===== src/mem_ss_cfg.svh =====
// Build-time configuration of the memory subsystem control wrapper
// Channel count, synchronizer depth, feature header values and
// register port widths

`ifndef MEM_SS_CFG_SVH
`define MEM_SS_CFG_SVH

// ------------------------------------------------------------
// Memory subsystem geometry
// ------------------------------------------------------------

// Number of memory channels reporting calibration status
`define MEM_SS_NUM_CH       4

// Flop stages on each asynchronous calibration bit
`define MEM_SS_SYNC_STAGES  3

// ------------------------------------------------------------
// Device feature header
// ------------------------------------------------------------

`define MEM_SS_FEAT_ID      12'h00f
`define MEM_SS_FEAT_VER     4'h1

// Byte offset to the next header in the feature list
`define MEM_SS_NEXT_DFH     24'h001000

// Set when this is the last header in the list
`define MEM_SS_EOL          1'b0

// Private feature type
`define MEM_SS_FEAT_TYPE    4'h3

// ------------------------------------------------------------
// Register port
// ------------------------------------------------------------

`define MEM_SS_ADDR_W       3
`define MEM_SS_DATA_W       64

`endif


===== src/mem_ss_csr_pkg.sv =====
// Register block types
// Register address map, feature header and status layouts, and the
// read word that carries either view

`include "mem_ss_cfg.svh"

package mem_ss_csr_pkg;

   // Word addresses of the register block, anything above is unmapped
   typedef enum logic [`MEM_SS_ADDR_W-1:0] {
      CSR_DFH     = 3'd0,
      CSR_STATUS  = 3'd1,
      CSR_SCRATCH = 3'd2,
      CSR_CONTROL = 3'd3
   } csr_addr_e;

   // Device feature header
   typedef struct packed {
      logic [3:0]  feat_type;
      logic [18:0] rsvd;
      logic        eol;
      logic [23:0] next_dfh;
      logic [3:0]  feat_ver;
      logic [11:0] feat_id;
   } dfh_t;

   // Status register, one calibration bit per channel
   typedef struct packed {
      logic [45:0]                   rsvd2;
      logic                          rst_busy;
      logic                          rst_done;
      logic [3:0]                    rsvd1;
      logic [`MEM_SS_NUM_CH-1:0]     cal_fail;
      logic [7-`MEM_SS_NUM_CH:0]     rsvd0;
      logic [`MEM_SS_NUM_CH-1:0]     cal_success;
   } status_t;

   // Read word seen as header, status or plain data
   typedef union packed {
      dfh_t                      dfh;
      status_t                   status;
      logic [`MEM_SS_DATA_W-1:0] raw;
   } csr_word_u;

endpackage


===== src/mem_ss_rst_pkg.sv =====
// Reset sequencer types
// State encoding of the subsystem reset handshake

package mem_ss_rst_pkg;

   // IDLE only exists while reset is held; the sequence leaves it on
   // the first clock after reset
   typedef enum logic [2:0] {
      IDLE    = 3'd0,
      REQ     = 3'd1,
      COLD    = 3'd2,
      RELEASE = 3'd3,
      DONE    = 3'd4
   } rst_state_e;

endpackage


===== src/mem_ss_csr_decode.sv =====
// Register port slave
// Four-phase req/ack handshake, access strobe generation and address
// decode with unmapped address detection

`timescale 1ns/1ns
`include "mem_ss_cfg.svh"

module mem_ss_csr_decode (
   input  logic                        clk,
   input  logic                        reset,
   input  logic                        csr_req,
   input  logic                        csr_write,
   input  logic [`MEM_SS_ADDR_W-1:0]   csr_addr,
   input  logic [`MEM_SS_DATA_W-1:0]   csr_wdata,
   output logic                        csr_ack,
   output logic                        csr_err,
   output logic                        acc_stb,
   output logic                        acc_write,
   output mem_ss_csr_pkg::csr_addr_e   acc_sel,
   output logic [`MEM_SS_DATA_W-1:0]   acc_wdata
);

   logic                      busy;
   logic                      start;
   logic                      ack_pend;
   logic                      ack_drop;
   logic                      unmapped;
   logic                      unmapped_q;
   mem_ss_csr_pkg::csr_addr_e addr_dec;

   assign addr_dec = mem_ss_csr_pkg::csr_addr_e'(csr_addr);

   always_comb begin
      case (addr_dec)
         mem_ss_csr_pkg::CSR_DFH,
         mem_ss_csr_pkg::CSR_STATUS,
         mem_ss_csr_pkg::CSR_SCRATCH,
         mem_ss_csr_pkg::CSR_CONTROL: unmapped = 1'b0;
         default:                     unmapped = 1'b1;
      endcase
   end

   // A request is only taken once the previous one has fully closed
   assign busy  = acc_stb | ack_pend | csr_ack;
   assign start = csr_req & ~busy;

   // ------------------------------------------------------------
   // Handshake sequencing
   // ------------------------------------------------------------

   // Strobe, then one cycle for the register block, then ack
   always_ff @(posedge clk) begin
      if (reset) begin
         acc_stb  <= 1'b0;
         ack_pend <= 1'b0;
         ack_drop <= 1'b0;
         csr_ack  <= 1'b0;
         csr_err  <= 1'b0;
      end else begin
         acc_stb  <= start;
         ack_pend <= acc_stb;
         ack_drop <= csr_ack & ~csr_req & ~ack_drop;
         if (ack_pend) begin
            csr_ack <= 1'b1;
            csr_err <= unmapped_q;
         end else if (ack_drop) begin
            csr_ack <= 1'b0;
            csr_err <= 1'b0;
         end
      end
   end

   // Access fields captured with the request
   always_ff @(posedge clk) begin
      if (start) begin
         acc_write  <= csr_write;
         acc_sel    <= addr_dec;
         acc_wdata  <= csr_wdata;
         unmapped_q <= unmapped;
      end
   end

endmodule


===== src/mem_ss_rst_seq.sv =====
// Subsystem reset sequencer
// Request, cold reset, acknowledge and release toward the memory
// subsystem, with done and busy levels for the status register

`timescale 1ns/1ns

module mem_ss_rst_seq (
   input  logic clk,
   input  logic reset,
   input  logic restart,
   input  logic ss_rst_rdy,
   input  logic ss_rst_ack_n,
   output logic ss_rst_req,
   output logic ss_cold_rst_n,
   output logic rst_done,
   output logic rst_busy
);

   mem_ss_rst_pkg::rst_state_e state;
   mem_ss_rst_pkg::rst_state_e state_nxt;

   // ------------------------------------------------------------
   // Next state
   // ------------------------------------------------------------

   always_comb begin
      state_nxt = state;
      case (state)
         mem_ss_rst_pkg::IDLE: begin
            state_nxt = mem_ss_rst_pkg::REQ;
         end
         mem_ss_rst_pkg::REQ: begin
            if (ss_rst_rdy) begin
               state_nxt = mem_ss_rst_pkg::COLD;
            end
         end
         mem_ss_rst_pkg::COLD: begin
            if (!ss_rst_ack_n) begin
               state_nxt = mem_ss_rst_pkg::RELEASE;
            end
         end
         // Wait for the subsystem to withdraw both of its handshake lines
         mem_ss_rst_pkg::RELEASE: begin
            if (!ss_rst_rdy && ss_rst_ack_n) begin
               state_nxt = mem_ss_rst_pkg::DONE;
            end
         end
         mem_ss_rst_pkg::DONE: begin
            if (restart) begin
               state_nxt = mem_ss_rst_pkg::REQ;
            end
         end
         default: begin
            state_nxt = mem_ss_rst_pkg::IDLE;
         end
      endcase
   end

   always_ff @(posedge clk) begin
      if (reset) begin
         state <= mem_ss_rst_pkg::IDLE;
      end else begin
         state <= state_nxt;
      end
   end

   // ------------------------------------------------------------
   // Handshake outputs
   // ------------------------------------------------------------

   // Request stays up through the cold reset phase
   assign ss_rst_req    = (state == mem_ss_rst_pkg::REQ) ||
                          (state == mem_ss_rst_pkg::COLD);
   assign ss_cold_rst_n = (state != mem_ss_rst_pkg::COLD);

   assign rst_busy = (state == mem_ss_rst_pkg::REQ)  ||
                     (state == mem_ss_rst_pkg::COLD) ||
                     (state == mem_ss_rst_pkg::RELEASE);
   assign rst_done = (state == mem_ss_rst_pkg::DONE);

endmodule


===== src/mem_ss_csr_regs.sv =====
// Register block storage
// Scratch register, calibration synchronizer chain, restart control
// and read word assembly

`timescale 1ns/1ns
`include "mem_ss_cfg.svh"

module mem_ss_csr_regs (
   input  logic                        clk,
   input  logic                        reset,
   input  logic                        acc_stb,
   input  logic                        acc_write,
   input  mem_ss_csr_pkg::csr_addr_e   acc_sel,
   input  logic [`MEM_SS_DATA_W-1:0]   acc_wdata,
   input  logic [`MEM_SS_NUM_CH-1:0]   cal_success,
   input  logic [`MEM_SS_NUM_CH-1:0]   cal_fail,
   input  logic                        rst_done,
   input  logic                        rst_busy,
   output logic [`MEM_SS_DATA_W-1:0]   csr_rdata,
   output logic                        restart
);

   // Success and fail bits share one chain
   localparam int CAL_W = 2 * `MEM_SS_NUM_CH;

   logic [CAL_W-1:0]           cal_sync [`MEM_SS_SYNC_STAGES];
   logic [`MEM_SS_NUM_CH-1:0]  cal_success_s;
   logic [`MEM_SS_NUM_CH-1:0]  cal_fail_s;
   logic [`MEM_SS_DATA_W-1:0]  scratch;
   logic                       wr_stb;
   mem_ss_csr_pkg::csr_word_u  rd_word;

   // ------------------------------------------------------------
   // Calibration status synchronizers
   // ------------------------------------------------------------

   always_ff @(posedge clk) begin
      if (reset) begin
         for (int i = 0; i < `MEM_SS_SYNC_STAGES; i++) begin
            cal_sync[i] <= '0;
         end
      end else begin
         cal_sync[0] <= {cal_fail, cal_success};
         for (int i = 1; i < `MEM_SS_SYNC_STAGES; i++) begin
            cal_sync[i] <= cal_sync[i-1];
         end
      end
   end

   assign {cal_fail_s, cal_success_s} = cal_sync[`MEM_SS_SYNC_STAGES-1];

   // ------------------------------------------------------------
   // Writes
   // ------------------------------------------------------------

   assign wr_stb = acc_stb & acc_write;

   // Bit 0 of the control register is self clearing, so it lives only
   // as the restart pulse
   always_ff @(posedge clk) begin
      if (reset) begin
         scratch <= '0;
         restart <= 1'b0;
      end else begin
         restart <= wr_stb && (acc_sel == mem_ss_csr_pkg::CSR_CONTROL) && acc_wdata[0];
         if (wr_stb && (acc_sel == mem_ss_csr_pkg::CSR_SCRATCH)) begin
            scratch <= acc_wdata;
         end
      end
   end

   // ------------------------------------------------------------
   // Read word
   // ------------------------------------------------------------

   always_comb begin
      rd_word.raw = '0;
      case (acc_sel)
         mem_ss_csr_pkg::CSR_DFH: begin
            rd_word.dfh.feat_type = `MEM_SS_FEAT_TYPE;
            rd_word.dfh.eol       = `MEM_SS_EOL;
            rd_word.dfh.next_dfh  = `MEM_SS_NEXT_DFH;
            rd_word.dfh.feat_ver  = `MEM_SS_FEAT_VER;
            rd_word.dfh.feat_id   = `MEM_SS_FEAT_ID;
         end
         mem_ss_csr_pkg::CSR_STATUS: begin
            rd_word.status.rst_busy    = rst_busy;
            rd_word.status.rst_done    = rst_done;
            rd_word.status.cal_fail    = cal_fail_s;
            rd_word.status.cal_success = cal_success_s;
         end
         mem_ss_csr_pkg::CSR_SCRATCH: begin
            rd_word.raw = scratch;
         end
         // Control and unmapped addresses read as zero
         default: begin
            rd_word.raw = '0;
         end
      endcase
   end

   // Captured on the strobe and held until the next access
   always_ff @(posedge clk) begin
      if (acc_stb) begin
         csr_rdata <= acc_write ? '0 : rd_word.raw;
      end
   end

endmodule


===== src/mem_ss_top.sv =====
// Memory subsystem control wrapper
// Register port decode, register block and subsystem reset sequencer

`timescale 1ns/1ns
`include "mem_ss_cfg.svh"

module mem_ss_top (
   input  logic                        clk,
   input  logic                        reset,
   // Register port
   input  logic                        csr_req,
   input  logic                        csr_write,
   input  logic [`MEM_SS_ADDR_W-1:0]   csr_addr,
   input  logic [`MEM_SS_DATA_W-1:0]   csr_wdata,
   output logic                        csr_ack,
   output logic [`MEM_SS_DATA_W-1:0]   csr_rdata,
   output logic                        csr_err,
   // Subsystem reset handshake
   output logic                        ss_rst_req,
   output logic                        ss_cold_rst_n,
   input  logic                        ss_rst_rdy,
   input  logic                        ss_rst_ack_n,
   // Calibration status, asynchronous
   input  logic [`MEM_SS_NUM_CH-1:0]   cal_success,
   input  logic [`MEM_SS_NUM_CH-1:0]   cal_fail
);

   logic                       acc_stb;
   logic                       acc_write;
   mem_ss_csr_pkg::csr_addr_e  acc_sel;
   logic [`MEM_SS_DATA_W-1:0]  acc_wdata;
   logic                       restart;
   logic                       rst_done;
   logic                       rst_busy;

   mem_ss_csr_decode csr_decode_inst (
      .clk        (clk),
      .reset      (reset),
      .csr_req    (csr_req),
      .csr_write  (csr_write),
      .csr_addr   (csr_addr),
      .csr_wdata  (csr_wdata),
      .csr_ack    (csr_ack),
      .csr_err    (csr_err),
      .acc_stb    (acc_stb),
      .acc_write  (acc_write),
      .acc_sel    (acc_sel),
      .acc_wdata  (acc_wdata)
   );

   mem_ss_csr_regs csr_regs_inst (
      .clk         (clk),
      .reset       (reset),
      .acc_stb     (acc_stb),
      .acc_write   (acc_write),
      .acc_sel     (acc_sel),
      .acc_wdata   (acc_wdata),
      .cal_success (cal_success),
      .cal_fail    (cal_fail),
      .rst_done    (rst_done),
      .rst_busy    (rst_busy),
      .csr_rdata   (csr_rdata),
      .restart     (restart)
   );

   mem_ss_rst_seq rst_seq_inst (
      .clk           (clk),
      .reset         (reset),
      .restart       (restart),
      .ss_rst_rdy    (ss_rst_rdy),
      .ss_rst_ack_n  (ss_rst_ack_n),
      .ss_rst_req    (ss_rst_req),
      .ss_cold_rst_n (ss_cold_rst_n),
      .rst_done      (rst_done),
      .rst_busy      (rst_busy)
   );

endmodule


===== config.mk =====
export PLATFORM = sky130hd
export DESIGN_NAME = mem_ss_top
export DESIGN_NICKNAME = d
export VERILOG_FILES = /design/src/mem_ss_csr_pkg.sv /design/src/mem_ss_rst_pkg.sv /design/src/mem_ss_csr_decode.sv /design/src/mem_ss_rst_seq.sv /design/src/mem_ss_csr_regs.sv /design/src/mem_ss_top.sv
export VERILOG_INCLUDE_DIRS = /design/src
export SDC_FILE = /design/constraint.sdc
export NUM_CORES = 1
export LEC_CHECK = 0
export BUFFER_PORTS_ARGS = -buffer_cell sky130_fd_sc_hd__clkbuf_2
export CORE_AREA = 4 4 136 138
export CTS_BUF_LIST = sky130_fd_sc_hd__clkbuf_8
export DETAILED_ROUTE_END_ITERATION = 12
export DIE_AREA = 0 0 140 142
export GPL_TIMING_DRIVEN = 0
export PLACE_DENSITY = 0.71
export SLEW_MARGIN = 20
export SYNTH_ARGS = -nofsm -noshare
export SYNTH_HDL_FRONTEND = slang
export SYNTH_SLANG_ARGS = --single-unit

===== constraint.sdc =====
create_clock -name clk -period 11.8 [get_ports clk]
set_clock_uncertainty 0.05 [all_clocks]
set_input_delay 1.18 -clock clk [delete_from_list [all_inputs] [get_ports clk]]
set_output_delay 1.18 -clock clk [all_outputs]
set_load 0.03 [all_outputs]

-- After elaboration in Yosys (flattened, before gate mapping)
Memory sizes are Yosys's and may differ from the RTL's.
Cells that the tools add are included.
- output and inout bits: 68
- memories kept: 1
- flip-flop bits (word level): 206
- memory bits (writable): 24
- memory list (name ; words ; bits a word ; read ports ; clocked after Yosys merged registers in ; wr ports ; line ; text):
    csr_regs_inst.cal_sync ; 3 ; 8 ; 3 ; 0 ; 3 ; mem_ss_csr_regs.sv:26 ; logic [CAL_W-1:0] cal_sync [`MEM_SS_SYNC_STAGES];
- mux-type cells: 21
- bitwise gates (word level): 13
- equal/unequal tests: 15
- reductions and logical operators: 14
- operator list (kind ; count):
    23-bit case mux with 2 select lines ; 1
    8-bit two-way mux ; 3
    4-bit case mux with 2 select lines ; 3
    3-bit by 2-bit == test with 1-bit output (second input constant) ; 6
    3-bit case mux with 5 select lines ; 1
    3-bit two-way mux ; 4
    4-bit case mux with 3 select lines ; 1
    3-bit by 1-bit == test with 1-bit output (second input constant) ; 3
    3-bit zero test ; 3
    1-bit two-way mux ; 7
    2-bit inequality test (second input constant) ; 3
    1-bit OR ; 5
    1-bit AND ; 4
    1-bit logical AND ; 4
    1-bit NOT ; 4
    2-bit case mux with 2 select lines ; 1
    4-bit AND reduction ; 1
    4-bit OR reduction ; 1
    3-bit == test (second input constant) ; 1
    3-bit by 2-bit inequality test with 1-bit output (second input constant) ; 1
    1-bit logical OR ; 2
    2-bit by 1-bit inequality test with 1-bit output (second input constant) ; 1
    2-bit nonzero test ; 1
    2-bit OR reduction ; 1
    1-bit zero test ; 1

-- Longest topological paths before layout
Gate-level depths: netlist of run 1.
- depth in word-level cells: 4
- gate-level depth with buffers: 5

-- By module
A second synthesis of run 1 with hierarchy kept.
- cells, all modules: 594
- area total of the unflattened synthesis: 8529.4 µm²
- modules (own cells, without submodules) (module ; area an instance (µm²) ; cells each ; instances ; sequential area each (µm²)):
    mem_ss_csr_regs ; 6125.9 ; 488 ; 1 ; 3703.6
    mem_ss_csr_decode ; 2240.9 ; 85 ; 1 ; 2172.1
    mem_ss_rst_seq ; 162.7 ; 21 ; 1 ; 60.1

-- Worst setup path before layout of run 1
No wires, ideal clock.
- path type: reg2reg
- start point: register csr_decode_inst.acc_stb
- end point: register csr_decode_inst.acc_sel[0] (enable)
- arrival: 8475 ps
- path slack: 2581 ps
- stages on the path, launching flop included: 2
- required time: 11057 ps
- setup time: 693 ps
- cell sequence: dfxtp_1 > nor4b_1
- word-level cells in the longest chain between the ends: 4
- ends and longest elaborated chain (what ; line ; text):
    start, declared ; mem_ss_csr_decode.sv:17 ; output logic acc_stb,
    start signal, assigned ; mem_ss_csr_decode.sv:60 ; acc_stb <= start;
    1-bit OR (2 in series) ; mem_ss_csr_decode.sv:44 ; assign busy = acc_stb | ack_pend | csr_ack;
    1-bit NOT ; mem_ss_csr_decode.sv:45 ; assign start = csr_req & ~busy;
    1-bit AND ; mem_ss_csr_decode.sv:45 ;
    net csr_decode_inst.start ; mem_ss_csr_decode.sv:24 ; logic start;
    end signal, assigned ; mem_ss_csr_decode.sv:77 ; acc_sel <= addr_dec;
    end, declared ; mem_ss_csr_decode.sv:19 ; output mem_ss_csr_pkg::csr_addr_e acc_sel,
The timed path passes the listed nets, and every way through them passes these cells.
A chain may end at the register's enable or synchronous reset.

-- Worst setup path in the final report of run 1
- start point: register rst_seq_inst.state[2]
- end point: output ss_cold_rst_n
- word-level cells in the longest chain between the ends: 1
- ends and longest elaborated chain (what ; line ; text):
    start, declared ; mem_ss_rst_seq.sv:19 ; mem_ss_rst_pkg::rst_state_e state;
    start signal, assigned ; mem_ss_rst_seq.sv:61 ; state <= mem_ss_rst_pkg::IDLE;
    start signal, assigned ; mem_ss_rst_seq.sv:63 ; state <= state_nxt;
    3-bit by 2-bit inequality test with 1-bit output ; mem_ss_rst_seq.sv:74 ; assign ss_cold_rst_n = (state != mem_ss_rst_pkg::COLD);
    end, declared ; mem_ss_top.sv:20 ; output logic ss_cold_rst_n,
No other way between the ends.

==> results of run 1 <==
[layer usage]
| layer | track usage (%) | share of wire (%) |
|---|---|---|
| met1 | 19.5 | 41 |
| met2 | 29.4 | 52 |
| met3 | 4.91 | 6.0 |
| met4 | 5.30 | 1.9 |
| met5 | 0 | 0 |
[cells by family (layout without fill, tap and decap cells)]
family	after synthesis	count (layout)
xor+xnor	1	1
buf+inv	42	271
mux	64	64
compound gates	25	25
flops	230	230
simple gates	232	232
[worst register-to-register path, delay by kind of cell (launching register included)]
kind          cells  cell delay (ns)
flops             1             0.47
buf+inv           5             1.15
simple gates      1             0.49
[through the flow]
stage	TNS (ns)	util (%)	hold WS [ns]
2_1_floorplan	0	-	0.364
3_3_place_gp	-85.91	55.3	0.369
3_5_place_dp	0	55.9	0.372
4_1_cts	0	60.2	0.384
5_1_grt	0	60.2	0.402
6_report	0	60.2	0.379
[path summary, 6_finish.rpt]
path	start	endpoint	cells after the start
worst min register to register	csr_regs_inst.cal_sync[0][13]$_SDFF_PP0_	csr_regs_inst.cal_sync[0][21]$_SDFF_PP0_	1
worst min-delay path	csr_regs_inst.cal_sync[0][13]$_SDFF_PP0_	csr_regs_inst.cal_sync[0][21]$_SDFF_PP0_	1
worst max-delay path	rst_seq_inst.state[2]$_SDFFE_PP0P_	ss_cold_rst_n	3
worst max register to register	csr_decode_inst.acc_stb$_SDFF_PP0_	csr_decode_inst.acc_wdata[35]$_DFFE_PP_	6
[final cells by class]
cell class	instances	area, um^2	share of cell area, %
Sequential cell	230	5940	57.4
Clock buffer	45	619	5.99
Timing Repair Buffer	159	826	7.99
Tap cell	225	282	2.72
Inverter	9	33.8	0.327
Clock inverter	25	116	1.13
Buffer	33	246	2.38
Multi-Input combinational cell	322	2280	22.0
[registers in the layout, indices dropped and copies added (netlist names)]
register,cells
csr_decode_inst.acc_sel,3
csr_decode_inst.acc_stb,1
csr_decode_inst.acc_wdata,64
csr_decode_inst.acc_write,1
csr_decode_inst.ack_drop,1
csr_decode_inst.ack_pend,1
csr_decode_inst.csr_ack,1
csr_decode_inst.csr_err,1
csr_decode_inst.unmapped_q,1
csr_regs_inst.cal_sync,24
csr_regs_inst.csr_rdata,64
csr_regs_inst.restart,1
csr_regs_inst.scratch,64
rst_seq_inst.state,3
[where the power goes]
part / leakage (nW) / internal (mW) / total [mW] / switching (mW)
sequential: 2.04 / 0.886 / 0.900 / 0.0140
combinational: 1.45 / 0.0398 / 0.104 / 0.0645
clock: 0.423 / 0.350 / 0.648 / 0.298
[Yosys cell counts]
cell        n  area share [%]
a21o_1      1           0.088
nor4b_1     2            0.21
nand2b_1  129             9.5
xnor2_1     1            0.10
mux2i_1    64             7.5
nand3_1     1           0.059
o21a_1      4            0.35
a21oi_1    12            0.71
a32o_1      1            0.12
nor4b_2     2            0.35
nor3b_2     1            0.15
dfxtp_1    97              23
nand2_1     3            0.13
buf_2       2            0.12
and2_1     50             3.7
nor2_1      8            0.35
edfxtp_1  133              47
clkbuf_1   20            0.88
or2_2       1           0.074
inv_1       9            0.40
buf_4       4            0.35
nor2b_1    30             2.2
a211oi_1    1           0.088
buf_6       1            0.13
nor3b_1     1           0.088
a22oi_1     1           0.088
a22o_1      5            0.52
or3_1       2            0.15
buf_12      6             1.4
nand3b_1    2            0.18
==> impl_metrics.json, run 1 <==
{
  "status": "finished clean",
  "netlist_area_um2": 8490,
  "synth_xor_area_share_pct": 0.103,
  "grt_pass1_wl_mm": 26.2,
  "cts_tree": "done",
  "end_kind": "primary output",
  "synth.area.mux_share_pct": 7.55,
  "irDropWorstVdd_mv": 0.106,
  "clkLatencyLatePin_ns": 0.52,
  "path_cells": "nand2b_1 -> or2_2 -> clkbuf_2",
  "synth_nets": 675,
  "yosys_warnings": 0,
  "finalNonFillerCells": 1048,
  "grt_max_degree": 44,
  "worst_slew_pin_slew_ns": 0.670,
  "synth-seq-cells": 230,
  "firstDrtPassIters": 4,
  "drt-wirelength-per-cell_um": 15.4,
  "design.portCount": 149,
  "final_cell_mix": "clkbuf_2, edfxtp_1, nand2b_1",
  "pre_cts_ws_ns": 8.61,
  "drt_iter0_markers": 160,
  "max_cap_viol_count": 0,
  "die_h_um": 142,
  "hp-class": "reg2reg",
  "post-dp-hpwl_mm": 11.5,
  "drc_errors": 0,
  "grt_overflow": 0,
  "antenna_cells": 0,
  "cts_inserted_buffers": 38,
  "final_common_cell": "clkbuf_2",
  "wl_mm": 16.1,
  "setup_violations": 0,
  "placed_area_um2": 9600,
  "coreArea_um2": 17200,
  "cp_slowest_stage_delay_ns": 0.37,
  "slew_headroom_pct": 55.4,
  "slowest_stage": "dfxtp_1",
  "finalCritPeriodShare_pct": 23.5,
  "die_w_um": 140,
  "rsz0062_at_grt": "no",
  "path_delay_family": "simple AND/OR/NAND/NOR gates",
  "required_ns": 10.57,
  "clk_path_buf_depth": 3,
  "syn_area_per_cell_um2": 14.3,
  "drtAntennaViolNets": 0,
  "fmax_mhz": 360,
  "vias": 4913,
  "synthSimpleGateAreaFrac_pct": 17.1,
  "start_util_pct": 49.4,
  "postSynthCellCount": 594,
  "nets": 874,
  "clockRootBuffer": "clkbuf_8",
  "crit_fanout": 7,
  "finalHoldViolations": 0,
  "cts_hold_buf": 0,
  "gr-usage-all-layers_pct": 16.6,
  "layout-drive-gt1-share_pct": 28.4,
  "post_cts_buffers": 0,
  "critical_path_class": "reg2out",
  "post-route-cell-area_um2": 10300,
  "syn2layout_area_growth_pct": 21.8,
  "slew_violations": 0,
  "power.density_nw_per_um2": 160,
  "fill_cells": 1382,
  "clk_pin_slew_ns": 0.05,
  "io_buffer_count": 147,
  "grt_pass1_vias": 5223,
  "antenna_found_initial": 0,
  "p_leak_nw": 3.91,
  "synth_seq_area_share_pct": 69.9,
  "arrival_ns": 1.55,
  "synth_top_family_by_area": "simple AND/OR/NAND/NOR gates",
  "yosys.area_share.adder_pct": 0,
  "clock-sinks": 230,
  "vias_per_cell": 4.69,
  "htree_levels": 2,
  "synth_cell_types": 30,
  "setup_ws_ns": 9.02,
  "cp-start-kind": "register",
  "fin_total_pwr_mw": 1.65,
  "globalplace.congestion": 0.795,
  "dieArea_um2": 19900,
  "r2r_slack_ns": 9.33,
  "fp-row-count": 48,
  "place_inst": 978,
  "synth_compound_area_share_pct": 1.96,
  "worst-path-buf-inv": 1,
  "finalWorstPathRequiredPeriod_ns": 2.78,
  "cts_resized": 0
}
No activity file was read; power rests on OpenSTA's default activity.
==> inputs of run 2 (changes only) <==
Clock period 11.8 ns to 2.79 ns, I/O delays scaled along.
==> run 2 against run 1 <==
  * Critical path depth up 1
  * Die area unchanged
  * Final cell count is 6.8% higher
  * Clock power grew to 4.4 times the previous value
  * Global-route usage grew 1.5 points
  * Worst hold slack got worse by 0.16 ns
  * Setup slack worse by 8.6 ns
  * Core utilization is 4.6 points higher
  * First-iteration DRC count is 7.5% higher
  * Critical path type is now reg2reg
==> impl_metrics.json, run 2 (synthesized netlist as in run 1, its figures left out) <==
{
  "status": "finished clean",
  "pre_cts_ws_ns": 0.386,
  "drtAntennaViolNets": 0,
  "layout-drive-gt1-share_pct": 24.8,
  "vias": 5259,
  "start_util_pct": 49.4,
  "crit_path_start": "csr_decode_inst.acc_stb$_SDFF_PP0_",
  "antenna_cells": 0,
  "finalHoldViolations": 0,
  "setup_violations": 0,
  "hold_path_depth": 3,
  "final_cell_mix": "clkbuf_2, edfxtp_1, nand2b_1",
  "slew_headroom_pct": 39.4,
  "whs_ns": 0.220,
  "max_cap_viol_count": 0,
  "vias_per_cell": 4.70,
  "dieArea_um2": 19900,
  "post-route-cell-area_um2": 11100,
  "placed_area_um2": 9580,
  "cts_tree": "done",
  "hp-class": "in2reg",
  "grt_overflow": 0,
  "p_leak_nw": 4.25,
  "worst_slew_pin_slew_ns": 0.909,
  "fp-row-count": 48,
  "rsz0062_at_grt": "no",
  "setup_ws_ns": 0.398,
  "clock-sinks": 230,
  "grt_pass1_vias": 5660,
  "clk_path_buf_depth": 3,
  "required_ns": 2.95,
  "endpoint": "csr_decode_inst.acc_wdata[36]$_DFFE_PP_",
  "antenna_found_initial": 0,
  "nets": 947,
  "top_regs": "csr_decode_inst.acc_wdata: 64 flops, csr_regs_inst.csr_rdata: 64 flops, csr_regs_inst.scratch: 64 flops",
  "design.portCount": 149,
  "htree_levels": 2,
  "firstDrtPassIters": 4,
  "wl_mm": 17.8,
  "drt-wirelength-per-cell_um": 15.9,
  "syn2layout_area_growth_pct": 31.2,
  "cts_inserted_buffers": 38,
  "die_h_um": 142,
  "gr-usage-all-layers_pct": 18.1,
  "worstReg2RegEnd": "csr_decode_inst.acc_wdata[36]$_DFFE_PP_",
  "final_common_cell": "clkbuf_2",
  "reg2reg_from": "csr_decode_inst.acc_stb$_SDFF_PP0_",
  "end_kind": "register",
  "power.density_nw_per_um2": 649,
  "multi_input_area_um2": 2290,
  "post-dp-hpwl_mm": 11.3,
  "irDropWorstVdd_mv": 0.514,
  "cts_resized": 0,
  "io_buffer_count": 147,
  "globalplace.congestion": 0.792,
  "die_w_um": 140,
  "cp-start-kind": "register",
  "clkLatencyLatePin_ns": 0.51,
  "clockRootBuffer": "clkbuf_8",
  "r2r_slack_ns": 0.40,
  "fill_cells": 1301,
  "slew_violations": 0,
  "grt_max_degree": 68,
  "finalCritPeriodShare_pct": 85.8,
  "drt_iter0_markers": 172,
  "crit_fanout": 67,
  "coreArea_um2": 17200,
  "clk_pin_slew_ns": 0.06,
  "grt_pass1_wl_mm": 28.4,
  "r2r_cells": 4,
  "fmax_mhz": 418,
  "seqCellArea_um2": 5940,
  "critical_path_class": "reg2reg",
  "arrival_ns": 2.56,
  "finalWorstPathRequiredPeriod_ns": 2.39,
  "drc_errors": 0
}
## run 2: report_power, final
part | internal (mW) | switching [mW] | total (mW)
combinational | 0.237 | 0.282 | 0.519
clock | 1.63 | 1.25 | 2.88
sequential | 3.75 | 0.0769 | 3.82
## run 2: layer usage
layer / global-route usage (%) / vias up / routed length, um / part of all wire [%]
li1: - / 2573 / - / -
met1: 21.3 / 2486 / 7260 / 41
met5: 0 / - / 0 / 0
met2: 32.5 / 152 / 9150 / 51
met3: 4.03 / 48 / 889 / 5.0
met4: 7.04 / 0 / 500 / 2.8
## run 2: area by class of cell
class | count | area share (%)
buffer | 33 | 2.21
tap | 225 | 2.53
clock inverter | 20 | 0.921
sequential | 230 | 53.3
inverter | 9 | 0.303
timing repair buffer | 232 | 14.2
clock buffer | 48 | 5.93
multi-input combinational | 322 | 20.5
## run 2: timing repair
| action | CTS | global route |
|---|---|---|
| hold buffers | 79 | 0 |
| buffers inserted | 0 | 0 |
| hold endpoints to repair | 80 | 0 |
## run 2: through the flow
step / setup TNS, ns / cells / utilization, % / total power, mW
finish: 0 / 1119 / 64.8 / 7.23
global placement: -118.70 / 966 / 55.4 / 4.30
global route: 0 / 1119 / 64.8 / 7.54
floorplan: -42.51 / 594 / - / 4.13
detailed placement: 0 / 972 / 55.8 / 4.32
CTS: 0 / 1119 / 64.8 / 7.31
## run 2: worst min path at each step
stage,slack [ns],from,endpoint
2_1_floorplan,0.31,csr_req,csr_decode_inst.ack_drop$_SDFF_PP0_
3_5_place_dp,0.37,csr_regs_inst.cal_sync[0][10]$_SDFF_PP0_,csr_regs_inst.cal_sync[0][18]$_SDFF_PP0_
5_1_grt,0.25,reset,csr_regs_inst.scratch[45]$_SDFFE_PP0P_
4_1_cts,0.18,reset,csr_regs_inst.scratch[49]$_SDFFE_PP0P_
6_report,0.22,reset,csr_regs_inst.scratch[44]$_SDFFE_PP0P_
3_3_place_gp,0.37,csr_regs_inst.cal_sync[0][0]$_SDFF_PP0_,csr_regs_inst.cal_sync[0][8]$_SDFF_PP0_
## run 2: critical path, stage by stage (launching register included)
cell     delay [ns]
dfxtp_4        0.61
nor4b_4        0.65
buf_4          0.33
buf_4          0.25
buf_6          0.18
==> inputs of run 3 (changes only) <==
Settings changed: CELL_PAD_IN_SITES_DETAIL_PLACEMENT set to 0, CELL_PAD_IN_SITES_GLOBAL_PLACEMENT set to 1, CORE_AREA 4 4 136 138 to 4 4 140 142, DIE_AREA 0 0 140 142 to 0 0 144 146, PLACE_DENSITY 0.71 to unset, PLACE_DENSITY_LB_ADDON set to 0.1.
==> run 3 against run 2 <==
  * Flip-flop and latch count unchanged
  * Setup slack got worse by 0.049 ns
  * Core utilization decreased by 4.5 points
  * Critical path type unchanged
  * Worst hold slack got worse by 0.17 ns
  * Fmax decreased by 2.0%
  * Critical endpoint is now csr_decode_inst.acc_wdata[59]$_DFFE_PP_
  * Highest routed layer unchanged
  * Clock power about the same
==> impl_metrics.json, run 3 (synthesized netlist as in run 1, its figures left out) <==
{
  "status": "finished clean",
  "grt_max_degree": 68,
  "die_h_um": 146,
  "post-dp-hpwl_mm": 11.3,
  "p_leak_nw": 4.25,
  "drtAntennaViolNets": 0,
  "design.portCount": 149,
  "die_w_um": 144,
  "slew_headroom_pct": 34.6,
  "critical_path_class": "reg2reg",
  "vias_per_cell": 4.55,
  "clk_path_buf_depth": 3,
  "cts_inserted_buffers": 39,
  "fill_cells": 1469,
  "grt_pass1_vias": 5487,
  "hp-start": "ss_rst_ack_n",
  "vias": 5140,
  "crit_path_start": "csr_decode_inst.acc_stb$_SDFF_PP0_",
  "drc_errors": 0,
  "cts_tree": "done",
  "nets": 947,
  "rsz0062_at_grt": "no",
  "slew_violations": 0,
  "post-route-util_pct": 60.4,
  "antenna_found_initial": 0,
  "arrival_ns": 2.59,
  "final_common_cell": "clkbuf_2",
  "multi_input_area_um2": 2290,
  "grt_overflow": 0,
  "reg2reg_from": "csr_decode_inst.acc_stb$_SDFF_PP0_",
  "drt_iter0_markers": 197,
  "clk_pin_slew_ns": 0.06,
  "clock-sinks": 230,
  "gr-usage-all-layers_pct": 16.8,
  "setup_violations": 0,
  "whs_ns": 0.0463,
  "wl_mm": 17.5,
  "r2r_cells": 5,
  "power.density_nw_per_um2": 647,
  "start_util_pct": 46.0,
  "clockRootBuffer": "clkbuf_8",
  "required_ns": 2.94,
  "hp-class": "in2reg",
  "finalCritPeriodShare_pct": 87.5,
  "htree_levels": 2,
  "final_cell_mix": "clkbuf_2, edfxtp_1, nand2b_1",
  "layout-drive-gt1-share_pct": 25.1,
  "top_regs": "csr_decode_inst.acc_wdata: 64 flops, csr_regs_inst.csr_rdata: 64 flops, csr_regs_inst.scratch: 64 flops",
  "cp-start-kind": "register",
  "seqCellArea_um2": 5940,
  "crit_fanout": 67,
  "firstDrtPassIters": 4,
  "fp-row-count": 50,
  "drt-wirelength-per-cell_um": 15.5,
  "cts_resized": 0,
  "clkLatencyLatePin_ns": 0.51,
  "dieArea_um2": 21000,
  "finalHoldViolations": 0,
  "max_cap_viol_count": 0,
  "globalplace.congestion": 0.726,
  "hold_path_depth": 3,
  "syn2layout_area_growth_pct": 31.3,
  "antenna_cells": 0,
  "fmax_mhz": 410,
  "irDropWorstVdd_mv": 0.425,
  "worst_slew_pin_slew_ns": 0.981,
  "coreArea_um2": 18500,
  "grt_pass1_wl_mm": 27.7,
  "finalWorstPathRequiredPeriod_ns": 2.44,
  "io_buffer_count": 147,
  "end_kind": "register"
}
==> run 3: per-stage QoR <==
step	worst slack [ns]	setup TNS (ns)	total power, mW	std cells	area [um^2]
after global placement	-1.89	-131.81	4.31	975	9530
final	0.349	0	7.21	1130	11100
after floorplan	-0.609	-42.51	4.13	594	8510
after CTS	0.270	0	7.31	1130	11100
after detailed placement	0.284	0	4.33	981	9600
after global routing	0.178	0	7.53	1130	11100
==> run 3: path summary, 6_finish.rpt <==
kind                                                                 end  slack [ns]
worst max register to register   csr_decode_inst.acc_wdata[59]$_DFFE_PP_        0.35
worst min-delay path                  rst_seq_inst.state[0]$_SDFFE_PP0P_        0.05
worst min register to register  csr_regs_inst.cal_sync[0][11]$_SDFF_PP0_        0.38
worst max-delay path             csr_decode_inst.acc_wdata[59]$_DFFE_PP_        0.35
==> run 3: critical path, stage by stage, from the launching register on <==
cell and delay, ns:
dfxtp_4 0.62, nor4b_4 0.60, buf_6 0.24, buf_8 0.17, buf_6 0.18, buf_4 0.24
==> run 3: area by class of cell <==
cell class	instances	share of cell area (%)
Inverter	9	0.303
Clock inverter	25	1.15
Multi-Input combinational cell	322	20.5
Tap cell	234	2.63
Sequential cell	230	53.3
Buffer	33	2.21
Timing Repair Buffer	231	14.2
Clock buffer	46	5.68
==> run 3: timing repair <==
item / CTS / global route
buffers inserted: 0 / 0
hold buffers: 78 / 0
endpoints found under the setup margin: 0 / 0
hold endpoints to repair: 79 / 0
==> run 3: power by group <==
group	total [mW]	switching [mW]	leakage (nW)	internal (mW)
combinational	0.516	0.278	1.76	0.238
sequential	3.82	0.0770	2.04	3.75
clock	2.87	1.28	0.453	1.59
total	7.21	1.63	4.25	5.58
==> run 3: metal layers <==
metal,vias to the layer above,wire length [um],GRT usage (%)
li1,2572,-,-
met1,2394,7570,21.1
met3,28,909,3.91
met5,-,0,0
met2,146,8710,28.5
met4,0,318,5.74
